[src/source/cpu_consts.svh]
`ifndef CPU_CONSTS_SVH
`define CPU_CONSTS_SVH

// Machine widths
`define DATA_W    32
`define REG_AW    5
`define ALU_OP_W  4
`define RAM_AW    8

// ALU operation codes
`define ALU_ADD   4'd0
`define ALU_SUB   4'd1
`define ALU_AND   4'd2
`define ALU_OR    4'd3
`define ALU_XOR   4'd4
`define ALU_SLT   4'd5
`define ALU_SLTU  4'd6
`define ALU_SLL   4'd7
`define ALU_SRL   4'd8

`endif
[src/source/cpu_pkg.sv]
`default_nettype none

`include "cpu_consts.svh"

package cpu_pkg;

    // Data word or pc value
    typedef logic [`DATA_W-1:0] word_t;

    // Destination register number
    typedef logic [`REG_AW-1:0] reg_addr_t;

    typedef logic [`ALU_OP_W-1:0] alu_op_t;

    // Word index into the data RAM
    typedef logic [`RAM_AW-1:0] ram_addr_t;

endpackage

`default_nettype wire

[src/source/mem_stage.sv]
`timescale 1ns/1ps
`default_nettype none

`include "cpu_consts.svh"

module mem_stage (
    input  wire                 clk,
    input  wire                 reset,
    input  wire                 es_to_ms_valid,
    input  cpu_pkg::word_t      es_pc,
    input  cpu_pkg::reg_addr_t  es_dest,
    input  wire                 es_gr_we,
    input  wire                 es_res_from_mem,
    input  cpu_pkg::word_t      es_alu_result,
    output logic                ms_allowin,
    input  wire                 ws_allowin,
    output logic                ms_to_ws_valid,
    output cpu_pkg::word_t      ms_pc,
    output cpu_pkg::reg_addr_t  ms_dest,
    output logic                ms_gr_we,
    output cpu_pkg::word_t      ms_final_result,
    input  cpu_pkg::word_t      data_sram_rdata,
    output cpu_pkg::reg_addr_t  mem_fwd_dest,
    output logic                mem_fwd_we,
    output cpu_pkg::word_t      mem_fwd_result
);

    logic            ms_valid;
    logic            ms_ready_go;
    logic            ms_res_from_mem;
    cpu_pkg::word_t  ms_alu_result;

    assign ms_ready_go    = 1'b1;                        // RAM data is already registered
    assign ms_allowin     = !ms_valid || (ms_ready_go && ws_allowin);
    assign ms_to_ws_valid = ms_valid && ms_ready_go;

    always_ff @(posedge clk) begin
        if (reset) begin
            ms_valid <= 1'b0;
        end else if (ms_allowin) begin
            ms_valid <= es_to_ms_valid;
        end
    end

    always_ff @(posedge clk) begin
        if (es_to_ms_valid && ms_allowin) begin
            ms_pc           <= es_pc;
            ms_dest         <= es_dest;
            ms_gr_we        <= es_gr_we;
            ms_res_from_mem <= es_res_from_mem;
            ms_alu_result   <= es_alu_result;
        end
    end

    // RAM read data stays put while the stage is held
    assign ms_final_result = ms_res_from_mem ? data_sram_rdata : ms_alu_result;

    // An empty stage must not look like a pending register write
    assign mem_fwd_dest   = ms_dest & {`REG_AW{ms_valid}};
    assign mem_fwd_we     = ms_valid && ms_gr_we;
    assign mem_fwd_result = ms_final_result;

endmodule

`default_nettype wire

[config.mk]
export PLATFORM = sky130hd
export DESIGN_NAME = mem_stage
export DESIGN_NICKNAME = d
export VERILOG_FILES = /design/src/source/cpu_pkg.sv /design/src/source/mem_stage.sv
export VERILOG_INCLUDE_DIRS = /design/src /design/src/source
export SDC_FILE = /design/constraint.sdc
export NUM_CORES = 1
export LEC_CHECK = 0
export ABC_CLOCK_PERIOD_IN_PS = 3100
export BUFFER_PORTS_ARGS = -buffer_cell sky130_fd_sc_hd__buf_2
export CAP_MARGIN = 20
export CORE_UTILIZATION = 30
export CTS_CLUSTER_DIAMETER = 30
export DETAILED_ROUTE_END_ITERATION = 10
export MAX_ROUTING_LAYER = met4
export PLACE_DENSITY = 0.67
export SLEW_MARGIN = 30
export SYNTH_ARGS = -nofsm -noshare
export SYNTH_HDL_FRONTEND = slang
export SYNTH_SLANG_ARGS = --single-unit
[constraint.sdc]
create_clock -name clk -period 3.1 [get_ports clk]
set_input_delay 0.775 -clock clk [delete_from_list [all_inputs] [get_ports clk]]
set_output_delay 0.775 -clock clk [all_outputs]
set_load 0.05 [all_outputs]
==> qor_table.md <==
| Item | Reported | Unit |
| --- | --- | --- |
| Unrepaired setup endpoints after global routing | false | - |
| Final Hold Slack | 0.612 | ns |
| Status | finished, final reports clean | - |
| Most common cell after layout, fill and taps aside | buf_2 | - |
| Final number of setup-violating endpoints | 0 | - |
| Share of the clock period used by the worst path after layout | 0.810 | - |
| Number of routed nets with antenna violations | 0 | - |
| Clock tree from TritonCTS | built | - |
| Post-layout power | 2520 | uW |
| Synth unique cells | 11 | - |
| Post-synthesis sequential element count | 72 | - |
| Initial Utilization | 0.308 | - |
| Fin. max-slew vios | 0 | - |
| CTS HTree Levels | 3 | - |
| Kind of path behind the tightest hold check | in2reg | - |
| Worst min-delay path startpoint | reset | - |
| Maximum clock rate | 398 | MHz |
| Worst slew pin tran | 0.559 | ns |
| Worst Hold Depth | 2 | - |
| Number of gates resized after CTS | 0 | - |
| Total number of vias | 1941 | - |
| Number of I/O port buffers | 216 | - |
| Clock insertion delay at the later pin of the skew report | 0.33 | ns |
| Sinks on the clock net | 72 | - |
| Final routed wirelength across all metal layers | 6150 | um |
| Mapped Avg Cell Area | 20.0 | sq um |
| Max Buffers Root-to-Sink | 2 | - |
| Growth of design area from synthesis to finish | 39.0 | % |
| Global-route wire length before repair | 8360 | um |
| Top layer reached by signal wires | met4 | - |
| Number of antenna violations at the first check in global routing | 2 | - |
| Average detailed-routed wire length per instance | 12.7 | um |
| Post-synthesis sequential area ratio | 0.718 | - |
| Gate count after technology mapping | 150 | - |
| CTS root buf | clkbuf_8 | - |
| DP Worst Slack | 0.910 | ns |
| Leakage | 0.00195 | uW |
| Commonest cells after routing, fill and taps aside | buf_2 (216), edfxtp_1 (71), mux2_4 (30), clkbuf_8 (11), and2_1 (6) | - |
| Smallest setup slack after layout | 0.588 | ns |
| Post-layout min period | 2.51 | ns |
| Data required time of the worst path | 2.32 | ns |
| Die width | 102 | um |
| Count of boundary I/O pins | 217 | - |
| Aggregate global-route resource usage | 0.115 | - |
| Hold buffers post-CTS | 0 | - |
| Post-detailed-route DRC marker count | 0 | - |
| Clk slew on worst S/H paths | 0.07 | ns |
| Yosys synthesis warning count | 0 | - |
| Netlist Area Pre-Place | 0.00300 | sq mm |
| Relative slew slack | 0.627 | - |
| Die outline area | 0.0104 | sq mm |
| Number of post-CTS setup repair buffers | 0 | - |
| Crit path launch type | flip-flop | - |
| Via count of the first global-routing pass | 1771 | - |
| Maximum number of pins on one net before global-route repair | 39 | - |
| Routability congestion estimate | 0.647 | - |
| Fraction of final layout cells sized beyond drive strength 1 | 0.756 | - |
| Number of cells on the worst reg-to-reg path | 3 | - |
| Max-cap check violation count | 0 | - |
| Critical register-to-register path startpoint | ms_to_ws_valid | - |
| Power per cell area | 605 | mW/mm^2 |
| Met3 wire length | 595 | um |
| Summed area of non-filler cells in the final layout | 0.00416 | sq mm |
| Maximum fanout along the worst path | 32 | - |
| Setup Total Neg Slack | 0 | ns |
| Peak VDD IR | 0.000268 | V |
| M1 wire length | 2230 | um |
| Type of the setup path with the least slack | reg2out | - |
| Gr ovfl total | 0 | - |
| Core Footprint | 0.00973 | sq mm |
| Detailed-routed wire length on met2 | 3200 | um |
| Category of the worst setup path capture point | primary output | - |
| Standard cell area after detailed placement | 0.00396 | sq mm |
| Critical path startpoint | ms_res_from_mem | - |
| Synthesized net count | 257 | - |
| DRT iter0 DRCs | 33 | - |
| Pre-antenna DRT Iters | 4 | - |
| Vertical die dimension | 102 | um |
| TritonCTS buffer count | 9 | - |
| Worst Skew | 0.00752 | ns |
| Final Hold Viols | 0 | - |
| Row Count | 36 | - |
| Post-layout net count | 450 | - |
| WP data arrival | 1.74 | ns |
| Detail-routed via count per cell | 4.02 | - |
-- critical path, stage by stage, from the launching register on --
cell	delay, ns
edfxtp_1	0.32
buf_4	0.46
mux2_2	0.40
buf_2	0.21
-- layout make-up --
cell class	count	area, sq um
antenna	2	5.00
clock buffer	15	166
clock inverter	1	30.0
fill	943	5570
inverter	1	3.75
multi-input combinational	41	531
sequential	72	2150
tap	133	166
timing repair buffer	218	1110
-- registers in the layout (all words and copies together) (netlist names) --
register	flops
ms_gr_we	1
ms_alu_result	32
ms_dest	5
ms_pc	32
ms_res_from_mem	1
ms_to_ws_valid	1
-- synth_stat cells --
| library cell | count | area (sq um) |
|---|---|---|
| dfxtp_1 | 1 | 20.0 |
| buf_6 | 1 | 11.3 |
| buf_4 | 32 | 240 |
| buf_12 | 3 | 60.1 |
| nand2b_1 | 1 | 6.26 |
| and2_1 | 7 | 43.8 |
| mux2_2 | 2 | 22.5 |
| edfxtp_1 | 71 | 2130 |
| mux2_4 | 30 | 450 |
| a21oi_1 | 1 | 5.00 |
| inv_1 | 1 | 3.75 |
-- metal layers --
| metal | GRT usage | up-vias |
|---|---|---|
| li1 | - | 912 |
| met1 | 0.115 | 908 |
| met2 | 0.188 | 111 |
| met3 | 0.0527 | 10 |
| met4 | 0.0593 | 0 |
| met5 | - | - |
-- stage by stage --
stage,cells,utilization
floorplan,150,-
detailed placement,465,0.407
finish,483,0.428
global placement,465,0.407
global route,483,0.428
CTS,481,0.427
-- logic make-up (layout without fill, tap and decap cells) --
kind of cell | Yosys count | in the layout | share of synthesized area
compound gates | 1 | 1 | 0.00167
buf+inv | 37 | 235 | 0.105
flops | 72 | 72 | 0.718
mux | 32 | 32 | 0.158
other cells | 0 | 2 | 0
simple gates | 8 | 8 | 0.0167
-- power by group --
group | internal (uW) | switching [uW]
combinational | 171 | 466
clock | 418 | 309
sequential | 1140 | 15.8
-- worst paths after layout --
kind	to	slack, ns
worst min-delay path	ms_to_ws_valid	0.61
worst max-delay path	ms_final_result[31]	0.59
worst min register to register	ms_to_ws_valid	0.61
worst max register to register	ms_pc[31]	1.53
Note: power is estimated with default switching activity, not from simulation.
