`src/source/cpu_consts.svh`:
```
`ifndef CPU_CONSTS_SVH
`define CPU_CONSTS_SVH

// Machine widths
`define DATA_W    32
`define REG_AW    5
`define ALU_OP_W  4
`define RAM_AW    8

// ALU operation codes
`define ALU_ADD   4'd0
`define ALU_SUB   4'd1
`define ALU_AND   4'd2
`define ALU_OR    4'd3
`define ALU_XOR   4'd4
`define ALU_SLT   4'd5
`define ALU_SLTU  4'd6
`define ALU_SLL   4'd7
`define ALU_SRL   4'd8

`endif
```
`src/source/cpu_pkg.sv`:
```
`default_nettype none

`include "cpu_consts.svh"

package cpu_pkg;

    // Data word or pc value
    typedef logic [`DATA_W-1:0] word_t;

    // Destination register number
    typedef logic [`REG_AW-1:0] reg_addr_t;

    typedef logic [`ALU_OP_W-1:0] alu_op_t;

    // Word index into the data RAM
    typedef logic [`RAM_AW-1:0] ram_addr_t;

endpackage

`default_nettype wire

```
`src/source/wb_stage.sv`:
```
`timescale 1ns/1ps
`default_nettype none

module wb_stage (
    input  wire                 clk,
    input  wire                 reset,
    input  wire                 ms_to_ws_valid,
    input  cpu_pkg::word_t      ms_pc,
    input  cpu_pkg::reg_addr_t  ms_dest,
    input  wire                 ms_gr_we,
    input  cpu_pkg::word_t      ms_final_result,
    output logic                ws_allowin,
    input  wire                 wb_stall,
    output cpu_pkg::word_t      debug_wb_pc,
    output logic                debug_wb_rf_we,
    output cpu_pkg::reg_addr_t  debug_wb_rf_wnum,
    output cpu_pkg::word_t      debug_wb_rf_wdata
);

    logic                ws_valid;
    logic                ws_ready_go;
    cpu_pkg::word_t      ws_pc;
    cpu_pkg::reg_addr_t  ws_dest;
    logic                ws_gr_we;
    cpu_pkg::word_t      ws_result;

    // Last stage, so nothing downstream can refuse the operation
    assign ws_ready_go = !wb_stall;
    assign ws_allowin  = !ws_valid || ws_ready_go;

    always_ff @(posedge clk) begin
        if (reset) begin
            ws_valid <= 1'b0;
        end else if (ws_allowin) begin
            ws_valid <= ms_to_ws_valid;
        end
    end

    always_ff @(posedge clk) begin
        if (ms_to_ws_valid && ws_allowin) begin
            ws_pc     <= ms_pc;
            ws_dest   <= ms_dest;
            ws_gr_we  <= ms_gr_we;
            ws_result <= ms_final_result;
        end
    end

    // Write enable pulses once, in the cycle the operation commits
    assign debug_wb_rf_we    = ws_valid && ws_ready_go && ws_gr_we;
    assign debug_wb_pc       = ws_pc;
    assign debug_wb_rf_wnum  = ws_dest;
    assign debug_wb_rf_wdata = ws_result;

endmodule

`default_nettype wire

```
`config.mk`:
```
export PLATFORM = sky130hd
export DESIGN_NAME = wb_stage
export DESIGN_NICKNAME = d
export VERILOG_FILES = /design/src/source/cpu_pkg.sv /design/src/source/wb_stage.sv
export VERILOG_INCLUDE_DIRS = /design/src /design/src/source
export SDC_FILE = /design/constraint.sdc
export NUM_CORES = 1
export LEC_CHECK = 0
export CAP_MARGIN = 40
export CORE_UTILIZATION = 55
export CTS_BUF_LIST = sky130_fd_sc_hd__clkbuf_4 sky130_fd_sc_hd__clkbuf_8
export CTS_CLUSTER_DIAMETER = 200
export CTS_CLUSTER_SIZE = 25
export DETAILED_ROUTE_END_ITERATION = 16
export DONT_BUFFER_PORTS = 1
export PLACE_DENSITY = 0.7
export SETUP_SLACK_MARGIN = 0.15
export SYNTH_ARGS = -nofsm -noshare
export SYNTH_HDL_FRONTEND = slang
export SYNTH_SLANG_ARGS = --single-unit
export TNS_END_PERCENT = 30
```
`constraint.sdc`:
```
create_clock -name clk -period 5.3 [get_ports clk]
set_clock_uncertainty 0.2 [all_clocks]
set_input_delay 0.265 -clock clk [delete_from_list [all_inputs] [get_ports clk]]
set_output_delay 0.265 -clock clk [all_outputs]
set_load 0.02 [all_outputs]
```
==> reports/results.tsv, run 1 <==
stage	metric	value	unit
logic_synthesis	ys_ff_latch	71	
min_path	worst_hold_startpoint	ms_gr_we	
final_layout	drive_gt1_frac	0.104	
sta	rsz0062_at_grt	false	
sta	setup_tns	0	ns
die	fp-row-count	22	
sta	timing.final.max_slew_violations	0	
outcome	status	finished clean	
power	ir_worst_vdd	0.261	mV
logic_synthesis	synth-simple-area-share	0.0111	
worst_setup_path	cp-end-kind	flop	
final_layout	layout_commonest_cell	dlygate4sd3_1	
logic_synthesis	synth_xor_area_frac	0	
route	wl	4510	um
die	boundaryPins	145	
logic_synthesis	synth_top_family_by_area	simple AND/OR/NAND/NOR gates	
final_layout	final_area	3100	sq um
route	vias	1069	
cts	cts_tree	built	
die	fp.dieH	64.5	um
global_routing	grtUsageTotal	0.224	
job	maxCapViolCount	0	
sta	setup-violations-final	0	
die	die-area	4160	sq um
cts	cts_root_buf	clkbuf_8	
worst_setup_path	cp_max_fo	70	
cts	htreeDepth	3	
power	total_power	1.12	mW
sta	period_share	0.364	
sta	whs	0.361	ns
min_path	whs_path_depth	1	
final_layout	antenna_cells	0	
route	wl_per_cell	21.4	um
final_layout	area_growth	44.0	%
die	core	3720	sq um
placed_design	place.gp.congestion	0.608	
cts	clk_latency	0.32	ns
logic_synthesis	synth_cell_types	7	
sta	hold_violations	0	
global_routing	antenna_found_initial	0	
sta	post-route-min-period	1.93	ns
logic_synthesis	synth_area	2150	sq um
final_layout	most-common-layout-cells	72 x dlygate4sd3_1, 70 x edfxtp_1, 9 x clkbuf_8	
worst_setup_path	required	5.05	ns
route	detail-route-antenna-nets	0	
die	start_util	0.579	
cts	clock_sinks	71	
route	first_pass_iters	4	
sta	fmax	0.519	GHz
logic_synthesis	synth_nets	150	
cts	cts_buffers	9	
logic_synthesis	syn_avg_cell_area	28.3	sq um
route	viasPerCell	5.07	
sta	slew_headroom	0.452	
route	drcViolationCount	0	
final_layout	nets	234	
sta	tightest_slew	0.822	ns
power	powerDensity	363	nW/um^2
global_routing	grt_pass1_vias	1109	
logic_synthesis	synthMuxAreaShare	0	
worst_setup_path	start_kind	flop	
worst_setup_path	reg2reg_slack	3.37	ns
cts	cts-resized-gates	0	
min_path	hold_class	in2reg	
global_routing	gr-total-overflow	0	
route	drtIter0Drc	104	
die	die_w	64.5	um
sta	setup_slack	3.37	ns
placed_design	portBuffers	0	
logic_synthesis	synth_fa_ha_area_frac	0	
logic_synthesis	synth_compound_area_frac	0.00233	
placed_design	dp_slack	3.39	ns
global_routing	grt_max_degree	71	
power	p_leak	1.09	nW
cts	post_cts_buffers	0	
min_path	hold_end	ws_gr_we	
logic_synthesis	ys_warn_count	0	
worst_setup_path	worstPathArrival	1.68	ns
global_routing	grt_pass1_wl	6190	um
placed_design	dpl_cell_area	2220	sq um
cts	cts.reportedPaths.clkPinSlew	0.07	ns
worst_setup_path	rr_endpoint	debug_wb_rf_wdata[24]	
worst_setup_path	r2r-start	ws_valid	
cts	clk_path_buf_depth	2	
worst_setup_path	critPathKind	reg2reg	
logic_synthesis	syn_inst	76	
worst_setup_path	r2r_cells	3	
logic_synthesis	synth-seq-area-share	0.987	
-- layout make-up --
type,count,area (sq um)
sequential,71,2120
timing repair buffer,73,728
fill,163,619
clock buffer,12,146
tap,48,60.1
multi-input combinational,5,30.0
clock inverter,2,10.0
-- metrics by stage --
step / cells / utilization
4_1_cts: 211 / 0.833
3_5_place_dp: 125 / 0.597
3_3_place_gp: 125 / 0.597
5_1_grt: 211 / 0.833
2_1_floorplan: 76 / -
6_report: 211 / 0.833
-- metal layers --
layer	vias to the layer above	wire (um)	GRT usage
li1	473	-	-
met1	504	1620	0.229
met2	83	2370	0.383
met3	9	396	0.0775
met4	0	117	0.156
met5	-	0	0
-- cell usage after synthesis --
cell type / count / area [sq um]
a21oi_1: 1 / 5.00
and2_1: 1 / 6.26
and3b_2: 1 / 10.0
dfxtp_1: 1 / 20.0
edfxtp_1: 70 / 2100
nand2_1: 1 / 3.75
nor2_1: 1 / 3.75
-- sequential cells by signal, summed over array words and instances, names as in the netlist --
| signal | count |
|---|---|
| debug_wb_pc | 32 |
| debug_wb_rf_wnum | 5 |
| ws_gr_we | 1 |
| debug_wb_rf_wdata | 32 |
| ws_valid | 1 |
-- worst max-delay path, cell delays in order (launching register included) --
cell	delay (ns)
dfxtp_1	0.33
nand2_1	0.18
and2_2	0.17
buf_4	0.64
-- where the power goes --
| group | internal, mW | switching [mW] | leakage, nW |
|---|---|---|---|
| logic | 0.0369 | 0.0227 | 0.321 |
| clock network | 0.179 | 0.172 | 0.0863 |
| registers | 0.660 | 0.0524 | 0.686 |
| total | 0.875 | 0.247 | 1.09 |
-- how the worst max path moves through the flow --
stage / to / startpoint / cells after the start / slack (ns)
detailed placement: debug_wb_pc[26] / ws_valid / 3 / 3.39
floorplan: debug_wb_pc[0] / ws_valid / 2 / 2.50
global route: debug_wb_rf_wdata[9] / ws_valid / 3 / 3.28
finish: debug_wb_rf_wdata[24] / ws_valid / 3 / 3.37
global placement: debug_wb_pc[26] / ws_valid / 3 / 3.44
CTS: debug_wb_pc[13] / ws_valid / 3 / 3.37
-- kinds of logic after synthesis --
kind of cell    after synthesis
flops                        71
compound gates                1
simple gates                  4
-- repair_timing --
item | 4_1_cts | 5_1_grt
hold buffers | 72 | 0
endpoints found under the hold margin | 71 | 0
endpoints found under the setup margin | 0 | 0
No activity file was read; power rests on OpenSTA's default activity.
==> run 2, diff against run 1 <==
Settings changed: ABC_AREA set to 1.
Clock period 5.3 ns to 1.9 ns, I/O delays scaled along.
==> run 2 against run 1 <==
Flip-flop and latch count is the same. Non-clock buffer count unchanged. Cell area is 2.0% higher. Highest routed layer unchanged. Critical path type unchanged. Utilization is 1.7 points higher. Worst hold slack lost 0.33 ns. Clock power rose to 3.3 times the previous value. Largest power group unchanged.
==> reports/results.tsv, run 2 <==
stage	metric	value	unit	change
outcome	status	finished clean		
final_layout	layout_commonest_cell	dlygate4sd3_1		
power	internal-power	2.59	mW	+200%
worst_setup_path	r2r_cells	3		unchanged
power	p_leak	1.11	nW	+1.6%
min_path	hold_class	in2reg		
final_layout	fin_cells	214		+1.4%
logic_synthesis	ys.flop_type	edfxtp_1		
route	drtIter0Drc	79		-24%
cts	clock_sinks	71		unchanged
global_routing	gr-total-overflow	0		unchanged
logic_synthesis	synth.most_common_cell	edfxtp_1		
cts	cts_tree	built		
route	wl_per_cell	21.6	um	+1.2%
logic_synthesis	synth_cell_types	8		+1
sta	fmax	0.694	GHz	+34%
final_layout	multi_input_comb_area	38.8	sq um	+29%
die	boundaryPins	145		unchanged
sta	timing.final.max_slew_violations	0		unchanged
logic_synthesis	syn_inst	77		+1.3%
cts	cts.reportedPaths.clkPinSlew	0.07	ns	about the same
sta	setup_slack	0.458	ns	-2.91 ns
logic_synthesis	synth_nets	151		+0.67%
power	seqPwrFrac	0.600		-0.034
die	fp-row-count	22		unchanged
final_layout	final_core_util	0.850		+0.0168
cts	clk_path_buf_depth	2		unchanged
sta	rsz0062_at_grt	false		
sta	tightest_slew	0.387	ns	-0.435 ns
route	viasPerCell	5.02		-0.94%
logic_synthesis	syn_avg_cell_area	28.0	sq um	-1.2%
final_layout	register_area	2120	sq um	about the same
final_layout	antenna_cells	0		unchanged
placed_design	hpwl	2550	um	
final_layout	most-common-layout-cells	72 x dlygate4sd3_1, 70 x edfxtp_1, 9 x clkbuf_8		
route	first_pass_iters	4		unchanged
placed_design	dp_slack	0.507	ns	-2.89 ns
die	start_util	0.579		+0.000673
global_routing	antenna_found_initial	0		unchanged
placed_design	dpl.cell_count	126		+0.80%
power	powerDensity	1050	nW/um^2	+190%
logic_synthesis	synth_edf_count	70		unchanged
cts	cts_root_buf	clkbuf_8		
cts	post_cts_buffers	0		unchanged
global_routing	grtUsageTotal	0.230		+0.00537
final_layout	nets	235		+0.43%
power	comb_power_share	0.052		about the same
logic_synthesis	synth_area_leaders	edfxtp_1 98%, dfxtp_1 0.93%, a21oi_2 0.41%, nand2_2 0.29%, a21oi_1 0.23%		
sta	setup-violations-final	0		unchanged
job	maxCapViolCount	0		unchanged
global_routing	grt_max_degree	71		unchanged
sta	slew_headroom	0.741		+0.289
die	core	3720	sq um	unchanged
cts	htreeDepth	3		unchanged
route	drcViolationCount	0		unchanged
worst_setup_path	critPathKind	reg2reg		
power	switching_share	0.217		-0.00354
worst_setup_path	required	1.96	ns	-3.09 ns
route	detail-route-antenna-nets	0		unchanged
power	p_sw	0.717	mW	+190%
final_layout	drive_gt1_frac	0.120		+0.0162
sta	period_share	0.759		+0.395
die	die-area	4170	sq um	+0.11%
logic_synthesis	synth-seq-area-share	0.985		-0.00115
final_layout	fill_cells	159		-2.5%
logic_synthesis	yosysTopAreaCell	edfxtp_1		
power	total_power	3.31	mW	+190%
route	vias	1074		+0.47%
logic_synthesis	synth_area	2150	sq um	+0.12%
logic_synthesis	ys_ff_latch	71		unchanged
die	fp.dieH	64.6	um	about the same
logic_synthesis	synth_top_cell_area_share	0.976		-0.00114
min_path	whs_path_depth	2		+1
route	wl	4630	um	+2.7%
global_routing	grt_pass1_wl	6460	um	+4.3%
sta	hold_violations	0		unchanged
cts	postCtsHoldBufs	72		unchanged
logic_synthesis	ys_warn_count	0		unchanged
worst_setup_path	cp-end-kind	flop		
sta	whs	0.0289	ns	-0.332 ns
cts	cts_buffers	9		unchanged
cts	cts-resized-gates	0		unchanged
global_routing	grt_pass1_vias	1189		+7.2%
power	pwr-share-clk	0.348		+0.035
sta	post-route-min-period	1.44	ns	-0.486 ns
final_layout	area_growth	46.7	%	
placed_design	portBuffers	0		unchanged
die	die_w	64.6	um	about the same
logic_synthesis	async_flop_share	0		unchanged
worst_setup_path	worstPathArrival	1.50	ns	-0.18 ns
power	ir_worst_vdd	0.755	mV	+190%
placed_design	place.gp.congestion	0.629		+3.6%
worst_setup_path	cp_max_fo	3		-96%
worst_setup_path	start_kind	flop		
cts	clk_latency	0.31	ns	about the same
[run 2: cell count changes after synthesis, sizes merged]
cell | previous run | this run
inv | 0 | 1
and3b | 1 | 0
and2 | 1 | 0
a21oi | 1 | 2
nand2 | 1 | 2
[run 2: worst paths after layout]
kind | start | endpoint | slack [ns]
worst max-delay path | ws_valid | ws_valid | 0.46
worst min-delay path | wb_stall | debug_wb_pc[10] | 0.03
worst max register to register | ws_valid | ws_valid | 0.46
worst min register to register | ws_valid | debug_wb_pc[10] | 0.67
[run 2: per-stage QoR]
step	area, sq um	setup TNS [ns]
floorplan	2170	-16.40
global route	3160	0
detailed placement	2250	0
finish	3160	0
global placement	2250	0
CTS	3160	0
[run 2: power by group through the flow]
stage	logic, mW	registers (mW)	clock network, mW
2_1_floorplan	0.0342	2.01	0
3_5_place_dp	0.0495	2.02	0
3_3_place_gp	0.0472	2.02	0
6_report	0.173	1.98	1.15
4_1_cts	0.170	1.99	1.16
5_1_grt	0.184	1.99	1.25
[run 2: cells by family (layout without fill, tap and decap cells)]
group | count (synthesis) | in the layout | synth area share
buf+inv | 1 | 90 | 0.00174
compound gates | 2 | 2 | 0.00639
flops | 71 | 71 | 0.985
simple gates | 3 | 3 | 0.00639
[run 2: layout make-up]
type | count | share of cell area
clock buffers | 12 | 0.0463
clock inverters | 4 | 0.0147
inverters | 1 | 0.00119
multi-input cells | 5 | 0.0123
flip-flops and latches | 71 | 0.672
well taps | 48 | 0.0190
repair buffers | 73 | 0.234
[run 2: critical path: stages, from the launching register on]
cell and delay, ns:
dfxtp_2 0.38, nand2_2 0.13, a21oi_2 0.13, dlygate4sd3_1 0.55
[run 2: routing by layer]
layer	share of wire	global-route usage
met1	0.35	0.231
met2	0.56	0.420
met3	0.073	0.0722
met4	0.016	0.119
met5	0	0
